## src/fetch_pkg.sv

```systemverilog
// Shared types, encodings and constants for the fetch front end; imported by every design file
`default_nettype none

package fetch_pkg;

  ////////////////////
  // Widths
  ////////////////////
  typedef logic [31:0] pc_t;      // Byte address
  typedef logic [31:0] instr_t;   // Raw instruction word

  localparam int unsigned IMEM_WORDS = 256;   // Instruction RAM depth in words
  localparam int unsigned IMEM_AW    = 8;     // Word index is PC[9:2]

  typedef logic [IMEM_AW-1:0] imem_addr_t;

  ////////////////////
  // Control encodings
  ////////////////////
  typedef enum logic [2:0] {
    PC_INCR    = 3'd0,    // IF PC plus 4
    PC_HOLD    = 3'd1,    // IF PC unchanged
    PC_JAL_IMM = 3'd2,    // ID PC plus J-immediate
    PC_EXC     = 3'd3,    // Exception vector
    PC_EPC     = 3'd4     // Saved exception PC
  } pc_sel_e;

  typedef enum logic [1:0] {
    EXC_SEL_IRQ     = 2'd0,
    EXC_SEL_ILLEGAL = 2'd1
  } exc_sel_e;

  typedef enum logic [1:0] {
    ST_BOOT = 2'd0,       // First cycle out of reset
    ST_RUN  = 2'd1
  } ctrl_state_e;

  // Vector offsets, appended to boot_addr[31:8]
  localparam logic [7:0] EXC_OFF_IRQ     = 8'h00;
  localparam logic [7:0] EXC_OFF_ILLEGAL = 8'h84;

  ////////////////////
  // Instruction constants
  ////////////////////
  localparam instr_t     INSTR_NOP  = 32'h0000_0013;  // addi x0, x0, 0
  localparam logic [6:0] OPCODE_JAL = 7'b110_1111;
  localparam instr_t     INSTR_MRET = 32'h3020_0073;

endpackage

`default_nettype wire
```

## src/fetch_ctrl_if.sv

```systemverilog
// Control bundle from the fetch controller to the IF stage and the IF/ID state fed back to it
`timescale 1ns/1ns
`default_nettype none

interface fetch_ctrl_if import fetch_pkg::*; ();

  // Controller to IF stage
  pc_sel_e  pc_sel;       // Next-PC source
  exc_sel_e exc_sel;      // Which vector for PC_EXC
  pc_t      pc_jal_imm;   // Sign-extended J-immediate
  pc_t      epc;          // Return target for MRET
  logic     pc_boot;      // Load the boot address
  logic     advance;      // Front end moves this cycle
  logic     squash;       // Turn the IF word into a NOP bubble
  logic     drop;         // Clear ID valid, load nothing

  // IF stage back to the controller
  pc_t      pc_if;
  pc_t      pc_id;
  instr_t   instr_id;
  logic     valid_id;

  modport ctrl  (output pc_sel, exc_sel, pc_jal_imm, epc, pc_boot, advance, squash, drop,
                 input  pc_if, pc_id, instr_id, valid_id);

  modport stage (input  pc_sel, exc_sel, pc_jal_imm, epc, pc_boot, advance, squash, drop,
                 output pc_if, pc_id, instr_id, valid_id);

endinterface

`default_nettype wire

```

## src/if_stage.sv

```systemverilog
// IF stage: next-PC and vector muxes, IF PC register and IF/ID pipeline register
`timescale 1ns/1ns
`default_nettype none

module if_stage import fetch_pkg::*;
(
  input  logic         clk,
  input  logic         rst_n,
  input  pc_t          boot_addr_i,     // Also the base of the vectors
  fetch_ctrl_if.stage  ctrl,
  output imem_addr_t   instr_addr_o,    // Word index to the RAM
  output logic         instr_req_o,     // RAM read enable
  input  instr_t       instr_rdata_i    // Word at pc_if, one cycle late
);

  pc_t    next_pc;      // Mux output
  pc_t    exc_pc;       // Selected vector
  pc_t    fetch_pc;     // Address actually fetched
  pc_t    pc_if_q;
  pc_t    pc_id_q;
  instr_t instr_id_q;
  logic   valid_id_q;
  instr_t instr_if;     // Word going into IF/ID

  ////////////////////
  // Vector mux
  ////////////////////
  always_comb
  begin
    case (ctrl.exc_sel)
      EXC_SEL_IRQ:     exc_pc = {boot_addr_i[31:8], EXC_OFF_IRQ};
      EXC_SEL_ILLEGAL: exc_pc = {boot_addr_i[31:8], EXC_OFF_ILLEGAL};
      default:         exc_pc = {boot_addr_i[31:8], EXC_OFF_ILLEGAL};
    endcase
  end

  ////////////////////
  // Next-PC mux
  ////////////////////
  always_comb
  begin
    case (ctrl.pc_sel)
      PC_INCR:    next_pc = pc_if_q + 32'd4;              // Sequential
      PC_HOLD:    next_pc = pc_if_q;                      // Stall
      PC_JAL_IMM: next_pc = pc_id_q + ctrl.pc_jal_imm;    // Jump relative to ID
      PC_EXC:     next_pc = exc_pc;
      PC_EPC:     next_pc = ctrl.epc;                     // Return from trap
      default:    next_pc = pc_if_q + 32'd4;
    endcase
  end

  // Boot address wins in the first cycle
  assign fetch_pc = ctrl.pc_boot ? boot_addr_i : next_pc;

  // Same address goes to the RAM and the PC register, so data lines up with pc_if
  assign instr_addr_o = fetch_pc[IMEM_AW+1:2];
  assign instr_req_o  = ctrl.advance;

  ////////////////////
  // IF PC register
  ////////////////////
  always_ff @(posedge clk, negedge rst_n)
  begin
    if (!rst_n)
      pc_if_q <= '0;
    else if (ctrl.advance)
      pc_if_q <= fetch_pc;
  end

  // Wrong-path word becomes a bubble
  assign instr_if = ctrl.squash ? INSTR_NOP : instr_rdata_i;

  ////////////////////
  // IF/ID register
  ////////////////////
  always_ff @(posedge clk, negedge rst_n)
  begin
    if (!rst_n)
    begin
      instr_id_q <= INSTR_NOP;
      pc_id_q    <= '0;
      valid_id_q <= 1'b0;
    end
    else if (ctrl.drop)
    begin
      valid_id_q <= 1'b0;          // Nothing fetched yet
    end
    else if (ctrl.advance)
    begin
      instr_id_q <= instr_if;
      pc_id_q    <= pc_if_q;
      valid_id_q <= ~ctrl.squash;  // Bubble is invalid
    end
  end

  assign ctrl.pc_if    = pc_if_q;
  assign ctrl.pc_id    = pc_id_q;
  assign ctrl.instr_id = instr_id_q;
  assign ctrl.valid_id = valid_id_q;

endmodule

`default_nettype wire

```

## src/flat_wrapper.sv

```systemverilog
// flat-port wrapper written by rule: the top's interface ports become plain ports
module if_stage_flat import fetch_pkg::*;
  (clk, rst_n, boot_addr_i, instr_addr_o, instr_req_o, instr_rdata_i, ctrl_pc_sel, ctrl_exc_sel, ctrl_pc_jal_imm, ctrl_epc, ctrl_pc_boot, ctrl_advance, ctrl_squash, ctrl_drop, ctrl_pc_if, ctrl_pc_id, ctrl_instr_id, ctrl_valid_id);
  fetch_ctrl_if ctrl_i ();
  input  logic clk;
  input  logic rst_n;
  input  pc_t boot_addr_i;
  output imem_addr_t instr_addr_o;
  output logic instr_req_o;
  input  instr_t instr_rdata_i;
  input wire logic [$bits(ctrl_i.pc_sel)-1:0] ctrl_pc_sel;
  input wire logic [$bits(ctrl_i.exc_sel)-1:0] ctrl_exc_sel;
  input wire logic [$bits(ctrl_i.pc_jal_imm)-1:0] ctrl_pc_jal_imm;
  input wire logic [$bits(ctrl_i.epc)-1:0] ctrl_epc;
  input wire logic [$bits(ctrl_i.pc_boot)-1:0] ctrl_pc_boot;
  input wire logic [$bits(ctrl_i.advance)-1:0] ctrl_advance;
  input wire logic [$bits(ctrl_i.squash)-1:0] ctrl_squash;
  input wire logic [$bits(ctrl_i.drop)-1:0] ctrl_drop;
  output wire logic [$bits(ctrl_i.pc_if)-1:0] ctrl_pc_if;
  output wire logic [$bits(ctrl_i.pc_id)-1:0] ctrl_pc_id;
  output wire logic [$bits(ctrl_i.instr_id)-1:0] ctrl_instr_id;
  output wire logic [$bits(ctrl_i.valid_id)-1:0] ctrl_valid_id;
  assign ctrl_i.pc_sel = ctrl_pc_sel;
  assign ctrl_i.exc_sel = ctrl_exc_sel;
  assign ctrl_i.pc_jal_imm = ctrl_pc_jal_imm;
  assign ctrl_i.epc = ctrl_epc;
  assign ctrl_i.pc_boot = ctrl_pc_boot;
  assign ctrl_i.advance = ctrl_advance;
  assign ctrl_i.squash = ctrl_squash;
  assign ctrl_i.drop = ctrl_drop;
  assign ctrl_pc_if = ctrl_i.pc_if;
  assign ctrl_pc_id = ctrl_i.pc_id;
  assign ctrl_instr_id = ctrl_i.instr_id;
  assign ctrl_valid_id = ctrl_i.valid_id;
  if_stage u_core (.clk(clk), .rst_n(rst_n), .boot_addr_i(boot_addr_i), .ctrl(ctrl_i), .instr_addr_o(instr_addr_o), .instr_req_o(instr_req_o), .instr_rdata_i(instr_rdata_i));
endmodule
```

## config.mk

```make
export PLATFORM = sky130hd
export DESIGN_NAME = if_stage_flat
export DESIGN_NICKNAME = d
export VERILOG_FILES = /design/src/fetch_pkg.sv /design/src/fetch_ctrl_if.sv /design/src/if_stage.sv /design/src/flat_wrapper.sv
export SDC_FILE = /design/constraint.sdc
export NUM_CORES = 1
export LEC_CHECK = 0
export ABC_AREA = 1
export CORE_MARGIN = 1
export CORE_UTILIZATION = 58
export CTS_CLUSTER_DIAMETER = 150
export CTS_CLUSTER_SIZE = 14
export DETAILED_ROUTE_END_ITERATION = 10
export DONT_BUFFER_PORTS = 1
export HOLD_SLACK_MARGIN = 0.15
export PLACE_DENSITY = 0.78
export SLEW_MARGIN = 0
export SYNTH_ARGS = -nofsm -noshare
export SYNTH_HDL_FRONTEND = slang
export SYNTH_SLANG_ARGS = --single-unit
```

## constraint.sdc

```tcl
create_clock -name clk -period 3.7 [get_ports clk]
set_clock_uncertainty 0.2 [all_clocks]
set_input_delay 0.74 -clock clk [delete_from_list [all_inputs] [get_ports clk]]
set_output_delay 0.74 -clock clk [all_outputs]
set_load 0.05 [all_outputs]
```

==> results.yml <==
logic_synthesis:
  synth_compound_gate_area_share: 0.146
  yosysUniqueCellTypes: 44
  synthCells: 1228
  synth_edf_count: 0
  yosys_warnings: 0
  syn_avg_cell_area_um2: 6.40
  synth_top_family_by_area: "simple AND/OR/NAND/NOR gates"
  yosysSeqAreaShare: 0.309
  synthesis.area_um2: 7860
  post_synth_xor_area_fraction: 0.0223
  syn-num-nets: 1400
  synth-simple-area-share: 0.341
  synth-main-ff-cell: "dfrtp_1"
  synthAdderAreaFrac: 0.0535
  muxShareOfSynthArea: 0
  synth_seq_cells: 97
  synth-async-reset-ratio: 1.00
placement:
  placed_cell_area_um2: 8060
  dp_hpwl_mm: 19.9
  gp_congestion: 0.973
  io_buffers: 0
worst_hold_path:
  min_path_type: "input pin to register"
  whs_endpoint: "u_core.ctrl.pc_if[6]"
  holdCritStartpoint: "ctrl_advance"
  hold_depth: 1
critical_path:
  r2r_end: "u_core.ctrl.pc_if[23]"
  worstSetupStartpointType: "register"
  reg2reg_from: "u_core.ctrl.pc_id[13]"
  setup.worst_path.class: "register to output pin"
  cp_max_fo: 4
  worstPathArrival_ps: 2510
  r2r_slack_ps: 930
  end_kind: "output pin"
  reg2reg_depth: 14
  required_ps: 2760
  crit_path_start: "u_core.ctrl.pc_id[2]"
clock_network:
  h-tree-depth: 3
  tritoncts: "built"
  insertion_delay_ps: 360
  clockBufferDepth: 2
  cts-buffers-inserted: 9
  cts_root_buffer: "clkbuf_16"
  clkTransAtPathRegs_ps: 80
  numClockSinks: 97
floorplan:
  die_area_um2: 14000
  start_util: 0.593
  die_w_um: 118
  coreArea_um2: 13200
  rows: 42
  die_h_um: 118
  pin_count: 245
drt:
  viasPerCell: 5.68
  avgRoutedWirePerCell_um: 17.9
  vias: 7991
  drtIter0Drc: 659
  drt_first_pass_iters: 5
  drc: 0
  routed_wl_mm: 25.1
  ant_nets: 0
grt:
  grt_start_max_net_pins: 98
  grt_pass1_wl_mm: 38.9
  grt_overflow_total: 0
  grt_pass1_vias: 7465
  grt_usage: 0.360
  antenna_found_initial: 0
power_and_ir_drop:
  internal_power_w: 0.00214
  clock_power_share: 0.226
  powerDensity_nw_per_um2: 496
  switching_share: 0.487
  leakagePower_nw: 4.50
  ir_drop_mv: 0.294
  p_sw_w: 0.00203
  seq_power_share: 0.432
  power_frac_comb: 0.343
timing:
  rsz0062_at_grt: "false"
  setup_tns_ps: 0
  finalSetupViolations: 0
  fin_crit_ps: 3450
  tightest_slew_ps: 1090
  max_freq_mhz: 290
  maxSlewHeadroom: 0.269
  finalCritPeriodShare: 0.931
  finalHoldViolations: 0
  slew_violations: 0
layout:
  design_area_um2: 8390
  area.growth.synth_to_final_pct: 6.83
  fin_nets: 1399
  drive_above_1_share: 0.0601
  diodes: 0
run:
  cap_violations: 0
outcome:
  status: "finished clean"
metrics by stage:
stage                      util  hold WS (ps)  cells  total power [W]  worst slack, ps
after floorplan               -           244   1228          0.00283              558
after global placement    0.609           246   1390          0.00317              245
after detailed placement  0.609           245   1390          0.00318              211
after CTS                 0.634           269   1408          0.00415              149
after global routing      0.634           279   1408          0.00438              115
final                     0.634           275   1408          0.00417              254
layout by cell type (no fill, tap or decap), types with 2 or more instances in the layout:
master      instances
xor2_1             19
nand3b_1           12
clkbuf_16           9
a31oi_1             4
nor3_2              3
nor3_1             15
inv_6               2
o22a_1              3
inv_2               4
ha_1               32
inv_1             195
o21ai_2             2
nand2_1           431
o21ai_0            82
nor2_1             64
nor2_2              6
nand3_1            68
dfrtp_1            94
or2_2               4
clkinvlp_4          2
dfstp_2             3
buf_4              29
a21oi_1            65
and2_1              2
nand2_2             2
o21ai_1             2
o21bai_1            4
or2_0               2
a22o_1             30
nand4_1            24
how the worst max path moves through the flow:
stage	end	slack, ps	cells past startpoint
after detailed placement	instr_addr_o[1]	210	8
after CTS	instr_addr_o[1]	150	8
after floorplan	instr_addr_o[4]	560	12
after global placement	instr_addr_o[1]	240	8
final	instr_addr_o[3]	250	8
after global routing	instr_addr_o[4]	120	11
synth_stat cells, types with 4 or more instances:
cell	number	area [um^2]
clkbuf_1	14	52.6
o21ai_0	82	410
nor2_2	4	25.0
nand2_1	431	1620
nand3_1	68	340
dfrtp_1	94	2350
xor2_1	19	166
ha_1	32	400
a31oi_1	4	25.0
inv_2	4	15.0
nand4_1	24	150
nor2_1	66	248
buf_4	13	97.6
or2_2	4	25.0
a22o_1	30	263
o21bai_1	4	30.0
nor3_1	15	75.1
buf_2	11	55.1
inv_1	195	732
nand3b_1	12	90.1
a21oi_1	65	325
cells by family (layout without fill, tap and decap cells):
family | Yosys count | after routing
simple gates | 637 | 637
buf+inv | 243 | 247
compound gates | 198 | 198
flops | 97 | 97
fa+ha+maj | 33 | 33
xor+xnor | 20 | 20
cell type report:
cell class / count / area [um^2]
fill: 1268 / 4850
multi-input combinational: 888 / 4430
sequential: 97 / 2430
inverter: 199 / 747
timing repair buffer: 32 / 275
clock buffer: 10 / 239
tap: 176 / 220
clock inverter: 6 / 48.8
power by group through the flow:
stage / registers, W / logic (W) / clock network, W
finish: 0.00180 / 0.00143 / 0.000940
global route: 0.00181 / 0.00159 / 0.000976
CTS: 0.00180 / 0.00140 / 0.000947
detailed placement: 0.00181 / 0.00137 / 0
global placement: 0.00181 / 0.00135 / 0
floorplan: 0.00188 / 0.000948 / 0
metal layers:
metal / share of wire / routed length, um / GRT usage / vias to the layer above
li1: - / - / - / 3911
met1: 0.42 / 10600 / 0.477 / 3639
met2: 0.46 / 11500 / 0.581 / 393
met3: 0.088 / 2210 / 0.0700 / 48
met4: 0.030 / 752 / 0.139 / 0
met5: 0 / 0 / 0 / -
flip-flops by register name, indices dropped and copies added, names as in the netlist:
signal / count
u_core.ctrl.instr_id: 32
u_core.ctrl.pc_if: 32
u_core.ctrl.pc_id: 32
u_core.ctrl.valid_id: 1
worst max-delay path, cell delays in order (launching register included):
cell	delay, ps
dfrtp_1	400
ha_1	340
or2_1	250
nand3b_1	90
nand2_1	100
o21ai_0	340
nand3_1	130
o21ai_0	170
nand2_1	340
repair_timing:
item,in CTS,in global routing
resized for setup,0,1
hold buffers,2,0
setup buffers,0,0
setup endpoints to repair,0,1
endpoints found under the hold margin,97,0
Power figures use the tool's default switching activity.
