## config.mk

```make
export PLATFORM = sky130hd
export DESIGN_NAME = fetch_ctrl_flat
export DESIGN_NICKNAME = d
export VERILOG_FILES = /design/src/fetch_pkg.sv /design/src/fetch_ctrl_if.sv /design/src/fetch_ctrl.sv /design/src/flat_wrapper.sv
export SDC_FILE = /design/constraint.sdc
export NUM_CORES = 1
export LEC_CHECK = 0
export BUFFER_PORTS_ARGS = -buffer_cell sky130_fd_sc_hd__buf_2
export CORE_MARGIN = 1
export CORE_UTILIZATION = 43
export CTS_CLUSTER_DIAMETER = 150
export DETAILED_ROUTE_END_ITERATION = 6
export GPL_ROUTABILITY_DRIVEN = 0
export PLACE_DENSITY = 0.87
export RECOVER_POWER = 50
export SYNTH_ARGS = -nofsm -noshare
export SYNTH_HDL_FRONTEND = slang
export SYNTH_SLANG_ARGS = --single-unit
```

## constraint.sdc

```tcl
create_clock -name clk -period 3.4 [get_ports clk]
set_clock_uncertainty 0.05 [all_clocks]
set_input_delay 0.17 -clock clk [delete_from_list [all_inputs] [get_ports clk]]
set_output_delay 0.17 -clock clk [all_outputs]
set_load 0.05 [all_outputs]
```

## src/fetch_pkg.sv

```systemverilog
// Shared types, encodings and constants for the fetch front end; imported by every design file
`default_nettype none

package fetch_pkg;

  ////////////////////
  // Widths
  ////////////////////
  typedef logic [31:0] pc_t;      // Byte address
  typedef logic [31:0] instr_t;   // Raw instruction word

  localparam int unsigned IMEM_WORDS = 256;   // Instruction RAM depth in words
  localparam int unsigned IMEM_AW    = 8;     // Word index is PC[9:2]

  typedef logic [IMEM_AW-1:0] imem_addr_t;

  ////////////////////
  // Control encodings
  ////////////////////
  typedef enum logic [2:0] {
    PC_INCR    = 3'd0,    // IF PC plus 4
    PC_HOLD    = 3'd1,    // IF PC unchanged
    PC_JAL_IMM = 3'd2,    // ID PC plus J-immediate
    PC_EXC     = 3'd3,    // Exception vector
    PC_EPC     = 3'd4     // Saved exception PC
  } pc_sel_e;

  typedef enum logic [1:0] {
    EXC_SEL_IRQ     = 2'd0,
    EXC_SEL_ILLEGAL = 2'd1
  } exc_sel_e;

  typedef enum logic [1:0] {
    ST_BOOT = 2'd0,       // First cycle out of reset
    ST_RUN  = 2'd1
  } ctrl_state_e;

  // Vector offsets, appended to boot_addr[31:8]
  localparam logic [7:0] EXC_OFF_IRQ     = 8'h00;
  localparam logic [7:0] EXC_OFF_ILLEGAL = 8'h84;

  ////////////////////
  // Instruction constants
  ////////////////////
  localparam instr_t     INSTR_NOP  = 32'h0000_0013;  // addi x0, x0, 0
  localparam logic [6:0] OPCODE_JAL = 7'b110_1111;
  localparam instr_t     INSTR_MRET = 32'h3020_0073;

endpackage

`default_nettype wire
```

## src/fetch_ctrl_if.sv

```systemverilog
// Control bundle from the fetch controller to the IF stage and the IF/ID state fed back to it
`timescale 1ns/1ns
`default_nettype none

interface fetch_ctrl_if import fetch_pkg::*; ();

  // Controller to IF stage
  pc_sel_e  pc_sel;       // Next-PC source
  exc_sel_e exc_sel;      // Which vector for PC_EXC
  pc_t      pc_jal_imm;   // Sign-extended J-immediate
  pc_t      epc;          // Return target for MRET
  logic     pc_boot;      // Load the boot address
  logic     advance;      // Front end moves this cycle
  logic     squash;       // Turn the IF word into a NOP bubble
  logic     drop;         // Clear ID valid, load nothing

  // IF stage back to the controller
  pc_t      pc_if;
  pc_t      pc_id;
  instr_t   instr_id;
  logic     valid_id;

  modport ctrl  (output pc_sel, exc_sel, pc_jal_imm, epc, pc_boot, advance, squash, drop,
                 input  pc_if, pc_id, instr_id, valid_id);

  modport stage (input  pc_sel, exc_sel, pc_jal_imm, epc, pc_boot, advance, squash, drop,
                 output pc_if, pc_id, instr_id, valid_id);

endinterface

`default_nettype wire

```

## src/fetch_ctrl.sv

```systemverilog
// Fetch controller: boot sequencing, ID-side redirect decode, pending interrupt and saved EPC
`timescale 1ns/1ns
`default_nettype none

module fetch_ctrl import fetch_pkg::*;
(
  input  logic        clk,
  input  logic        rst_n,
  input  logic        stall_i,      // Freeze the front end
  input  logic        irq_i,        // Single-cycle interrupt strobe
  fetch_ctrl_if.ctrl  ctrl,
  output pc_t         epc_o         // Saved exception PC
);

  ctrl_state_e state_q, state_d;
  logic        irq_pend_q, irq_pend_d;
  pc_t         epc_q, epc_d;
  logic        running;
  logic        advance;
  logic        irq_take;
  logic        id_jal;
  logic        id_mret;
  logic        id_illegal;
  pc_t         j_imm;

  ////////////////////
  // Boot FSM
  ////////////////////
  always_comb
  begin
    state_d = state_q;
    case (state_q)
      ST_BOOT: state_d = ST_RUN;    // One boot cycle only
      ST_RUN:  state_d = ST_RUN;
      default: state_d = ST_BOOT;
    endcase
  end

  assign running = (state_q == ST_RUN);

  // Boot cycle ignores the stall
  assign advance = ~running | ~stall_i;

  ////////////////////
  // ID decode
  ////////////////////
  // Bubbles never redirect
  assign id_jal     = ctrl.valid_id && (ctrl.instr_id[6:0] == OPCODE_JAL);
  assign id_mret    = ctrl.valid_id && (ctrl.instr_id == INSTR_MRET);
  assign id_illegal = ctrl.valid_id && (ctrl.instr_id[1:0] != 2'b11);   // Not a 32-bit encoding

  // J-type immediate, bit 0 always zero
  assign j_imm = {{12{ctrl.instr_id[31]}}, ctrl.instr_id[19:12], ctrl.instr_id[20],
                  ctrl.instr_id[30:21], 1'b0};

  assign irq_take = running && advance && irq_pend_q;

  ////////////////////
  // Redirect priority
  ////////////////////
  always_comb
  begin
    ctrl.pc_sel  = PC_INCR;
    ctrl.exc_sel = EXC_SEL_ILLEGAL;
    ctrl.squash  = 1'b0;
    epc_d        = epc_q;
    if (!running)
    begin
      ctrl.pc_sel = PC_INCR;          // Boot address comes via pc_boot
    end
    else if (!advance)
    begin
      ctrl.pc_sel = PC_HOLD;          // Stalled, decisions wait
    end
    else if (irq_take)
    begin
      ctrl.pc_sel  = PC_EXC;
      ctrl.exc_sel = EXC_SEL_IRQ;
      ctrl.squash  = 1'b1;
      epc_d        = ctrl.pc_if;      // Resume at the squashed word
    end
    else if (id_illegal)
    begin
      ctrl.pc_sel  = PC_EXC;
      ctrl.exc_sel = EXC_SEL_ILLEGAL;
      ctrl.squash  = 1'b1;
      epc_d        = ctrl.pc_id + 32'd4;   // Skip the bad word
    end
    else if (id_mret)
    begin
      ctrl.pc_sel = PC_EPC;
      ctrl.squash = 1'b1;
    end
    else if (id_jal)
    begin
      ctrl.pc_sel = PC_JAL_IMM;
      ctrl.squash = 1'b1;
    end
  end

  // Strobe is caught even while stalled, cleared only when taken
  assign irq_pend_d = (irq_pend_q & ~irq_take) | irq_i;

  ////////////////////
  // State registers
  ////////////////////
  always_ff @(posedge clk, negedge rst_n)
  begin
    if (!rst_n)
    begin
      state_q    <= ST_BOOT;
      irq_pend_q <= 1'b0;
      epc_q      <= '0;
    end
    else
    begin
      state_q    <= state_d;
      irq_pend_q <= irq_pend_d;
      if (advance)
        epc_q <= epc_d;
    end
  end

  assign ctrl.pc_jal_imm = j_imm;
  assign ctrl.epc        = epc_q;
  assign ctrl.pc_boot    = ~running;
  assign ctrl.drop       = ~running;    // ID stays empty during boot
  assign ctrl.advance    = advance;
  assign epc_o           = epc_q;

endmodule

`default_nettype wire

```

## src/flat_wrapper.sv

```systemverilog
// flat-port wrapper written by rule: the top's interface ports become plain ports
module fetch_ctrl_flat import fetch_pkg::*;
  (clk, rst_n, stall_i, irq_i, epc_o, ctrl_pc_sel, ctrl_exc_sel, ctrl_pc_jal_imm, ctrl_epc, ctrl_pc_boot, ctrl_advance, ctrl_squash, ctrl_drop, ctrl_pc_if, ctrl_pc_id, ctrl_instr_id, ctrl_valid_id);
  fetch_ctrl_if ctrl_i ();
  input  logic clk;
  input  logic rst_n;
  input  logic stall_i;
  input  logic irq_i;
  output pc_t epc_o;
  output wire logic [$bits(ctrl_i.pc_sel)-1:0] ctrl_pc_sel;
  output wire logic [$bits(ctrl_i.exc_sel)-1:0] ctrl_exc_sel;
  output wire logic [$bits(ctrl_i.pc_jal_imm)-1:0] ctrl_pc_jal_imm;
  output wire logic [$bits(ctrl_i.epc)-1:0] ctrl_epc;
  output wire logic [$bits(ctrl_i.pc_boot)-1:0] ctrl_pc_boot;
  output wire logic [$bits(ctrl_i.advance)-1:0] ctrl_advance;
  output wire logic [$bits(ctrl_i.squash)-1:0] ctrl_squash;
  output wire logic [$bits(ctrl_i.drop)-1:0] ctrl_drop;
  input wire logic [$bits(ctrl_i.pc_if)-1:0] ctrl_pc_if;
  input wire logic [$bits(ctrl_i.pc_id)-1:0] ctrl_pc_id;
  input wire logic [$bits(ctrl_i.instr_id)-1:0] ctrl_instr_id;
  input wire logic [$bits(ctrl_i.valid_id)-1:0] ctrl_valid_id;
  assign ctrl_pc_sel = ctrl_i.pc_sel;
  assign ctrl_exc_sel = ctrl_i.exc_sel;
  assign ctrl_pc_jal_imm = ctrl_i.pc_jal_imm;
  assign ctrl_epc = ctrl_i.epc;
  assign ctrl_pc_boot = ctrl_i.pc_boot;
  assign ctrl_advance = ctrl_i.advance;
  assign ctrl_squash = ctrl_i.squash;
  assign ctrl_drop = ctrl_i.drop;
  assign ctrl_i.pc_if = ctrl_pc_if;
  assign ctrl_i.pc_id = ctrl_pc_id;
  assign ctrl_i.instr_id = ctrl_instr_id;
  assign ctrl_i.valid_id = ctrl_valid_id;
  fetch_ctrl u_core (.clk(clk), .rst_n(rst_n), .stall_i(stall_i), .irq_i(irq_i), .ctrl(ctrl_i), .epc_o(epc_o));
endmodule
```

==> impl_metrics.toml <==
[drt]
vias = 2739
drt_iter0_drc = 117
dr.pass1.iters = 7
totalWireLength_um = 7500
wl_per_cell_um = 14.2
viasPerCell = 5.18
ant_nets = 0
drc = 2

[clock_tree]
root_buffer = "clkbuf_8"
cts_buffers = 5
clockBufferDepth = 2
clk_pin_slew_ps = 60
cts_num_sinks = 34
cts_max_level = 2
cts_setup_buffers = 0
cts_tree = "done"
cts_hold_buffers = 1
post_cts_resized = 0
clock_latency_ps = 270

[run]
cap_violations = 0

[run_status]
status = "finished with violations"
violations = "design-rule violations"

[timing]
timing.final.crit_share_pct = 62.2
fin_crit_ps = 2120
slew_violations = 0
max_slew_margin_pct = 47.5
hold_viol_final = 0
setup_viol = 0
rsz0062_at_grt = "no"
tns_ps = 0
fin_ws_ps = 1280
fmax_ghz = 0.473
worstMarginPinSlew_ps = 788

[critical_path]
crit_fanout = 5
critPathRequiredTime_ps = 3180
worstSetupStartpointType = "register"
crit_buf_inv = 1
critPathCaptureType = "primary output"
cp-startpoint = "u_core.state_q[0]$_DFF_PN0_"
r2r-start = "u_core.state_q[0]$_DFF_PN0_"
r2r_setup_slack_ps = 1350
cp_slowest_cell = "nor4_1"
timing.rr.end = "u_core.ctrl.epc[11]$_DFFE_PN0P_"
worst_r2r_path_depth = 4
cp.arrival_ps = 1900
path_class = "reg -> out"
cp_slowest_stage_delay_ps = 390
path_delay_family = "simple AND/OR/NAND/NOR gates"
worstPathCellList = "nor2b_1 > nand3_1 > nor4_1 > buf_2"

[floorplanning]
core-area_mm2 = 0.00589
die_x_um = 79.9
start_util_pct = 44.4
die_height_um = 79.9
die_area_mm2 = 0.00639
io_pins = 206
row_count = 28

[power_and_ir_drop]
p_comb_share_pct = 53.6
peakVddDrop_mv = 0.355
p_int_w = 0.000785
power.leakage_nw = 1.46
p_per_area_mw_per_mm2 = 546
swShare_pct = 54.9
p_clk_share_pct = 15.9
netSwitchingPower_w = 0.000957
seqPwrFrac_pct = 30.5
power.total_w = 0.00174

[global_routing]
antenna_found_initial = 0
grt_usage_pct = 22.8
grt_max_degree = 38
grt-ovfl-total = 0
grt_pass1_vias = 2468
grt_first_pass_wirelength_um = 11300

[placement]
portBuffers = 203
dpl_cell_area_mm2 = 0.00321
place_inst = 521
dp_slack_ps = 1350
dp_hpwl_um = 5850

[synthesis]
synth_cells = 316
yosysSeqAreaShare_pct = 32.6
async_flop_share_pct = 100
synth_ff_type = "dfrtp_1"
syn_avg_cell_area_um2 = 8.27
ys_ff_latch = 34
synth_edf_count = 0
syn_area_mm2 = 0.00261
synth_cell_types = 36
yosys_warnings = 0

[worst_hold_path]
hold_end = "u_core.irq_pend_q$_DFF_PN0_"
whs_path_depth = 2
hold_start = "irq_i"
hold_class = "in -> reg"

[final_layout]
area_growth_pct = 22.1
final_cell_area_mm2 = 0.00319
fin_cells = 529
fillers = 613
fin_nets = 556
diodes = 0
drive_gt1_share_pct = 29.5
flip-flops by register name, summed over array words and instances, names as in the netlist:
register and count:
u_core.state_q 1, u_core.irq_pend_q 1, u_core.ctrl.epc 32
Yosys cell counts, types with 3 or more instances:
master / number / area (um2)
a21oi_1: 6 / 30.0
a22oi_1: 18 / 135
a31oi_1: 4 / 25.0
and2_1: 3 / 18.8
and3_1: 5 / 31.3
buf_2: 4 / 20.0
buf_4: 66 / 495
clkbuf_1: 6 / 22.5
dfrtp_1: 34 / 851
inv_1: 5 / 18.8
nand2_1: 31 / 116
nand3_1: 14 / 70.1
nand4_1: 9 / 56.3
nor2_1: 18 / 67.6
nor3_1: 3 / 15.0
nor4_1: 7 / 43.8
o21ai_0: 16 / 80.1
o21ai_1: 21 / 105
xnor2_1: 6 / 52.6
xor2_1: 19 / 166
kinds of logic after synthesis:
logic type	Yosys count	synth area share [%]
compound gates	72	16.4
simple gates	101	20.5
fa+ha+maj	1	0.479
buf+inv	81	21.3
xor+xnor	25	8.38
flops	34	32.6
other cells	2	0.287
power groups by stage:
stage | clock, W | sequential, W | combinational, W
after floorplan | 0 | 0.000767 | 0.000590
after global placement | 0 | 0.000532 | 0.000963
after detailed placement | 0 | 0.000534 | 0.000971
after CTS | 0.000288 | 0.000528 | 0.000971
after global routing | 0.000302 | 0.000542 | 0.000981
final | 0.000277 | 0.000531 | 0.000933
final cells by class:
cell class,instances,area (um2),area share [%]
Multi-Input combinational cell,202,1210,38.0
Timing Repair Buffer,206,936,29.3
Sequential cell,34,851,26.7
Tap cell,75,93.8,2.94
Clock buffer,5,68.8,2.16
Inverter,5,18.8,0.588
Clock inverter,2,10.0,0.314
worst reg2reg max path, cell delays in order (launching register included):
cell and delay [ps]:
dfrtp_1 380, nor2b_1 320, o21a_1 430, nand2_1 500, o21ai_0 300
placed cells by master (no fill, tap or decap), types with 3 or more instances in the layout:
cell	n
o21ai_1	20
and3_1	5
xor2_1	19
conb_1	3
inv_1	5
nor2_1	18
o21ai_0	16
clkbuf_8	5
a31oi_1	4
nand4_1	9
dfrtp_1	34
a22oi_1	18
and2_1	3
clkbuf_1	84
nor3_1	3
xnor2_1	6
a21oi_1	6
nand3_1	14
buf_2	119
nand2_1	31
nor4_1	7
metrics by stage:
step / utilization [%] / hold WS (ps)
floorplan: - / -176
global placement: 54.5 / 227
detailed placement: 54.5 / 248
CTS: 56.0 / 29.0
global route: 54.2 / 33.8
finish: 54.2 / 46.3
how the worst max path moves through the flow:
stage / cells after the start / to
floorplan: 3 / ctrl_pc_sel[2]
global placement: 4 / u_core.ctrl.epc[11]$_DFFE_PN0P_
detailed placement: 4 / u_core.ctrl.epc[11]$_DFFE_PN0P_
CTS: 4 / ctrl_pc_sel[2]
global route: 4 / ctrl_pc_sel[2]
finish: 4 / ctrl_pc_sel[2]
metal layers:
| metal | GRT usage (%) | vias up | routed length (um) |
|---|---|---|---|
| li1 | - | 1313 | - |
| met1 | 29.5 | 1301 | 3270 |
| met2 | 38.1 | 112 | 3680 |
| met3 | 4.34 | 13 | 446 |
| met4 | 6.96 | 0 | 97 |
| met5 | 0 | - | 0 |
(Power assumes the default switching activity.)
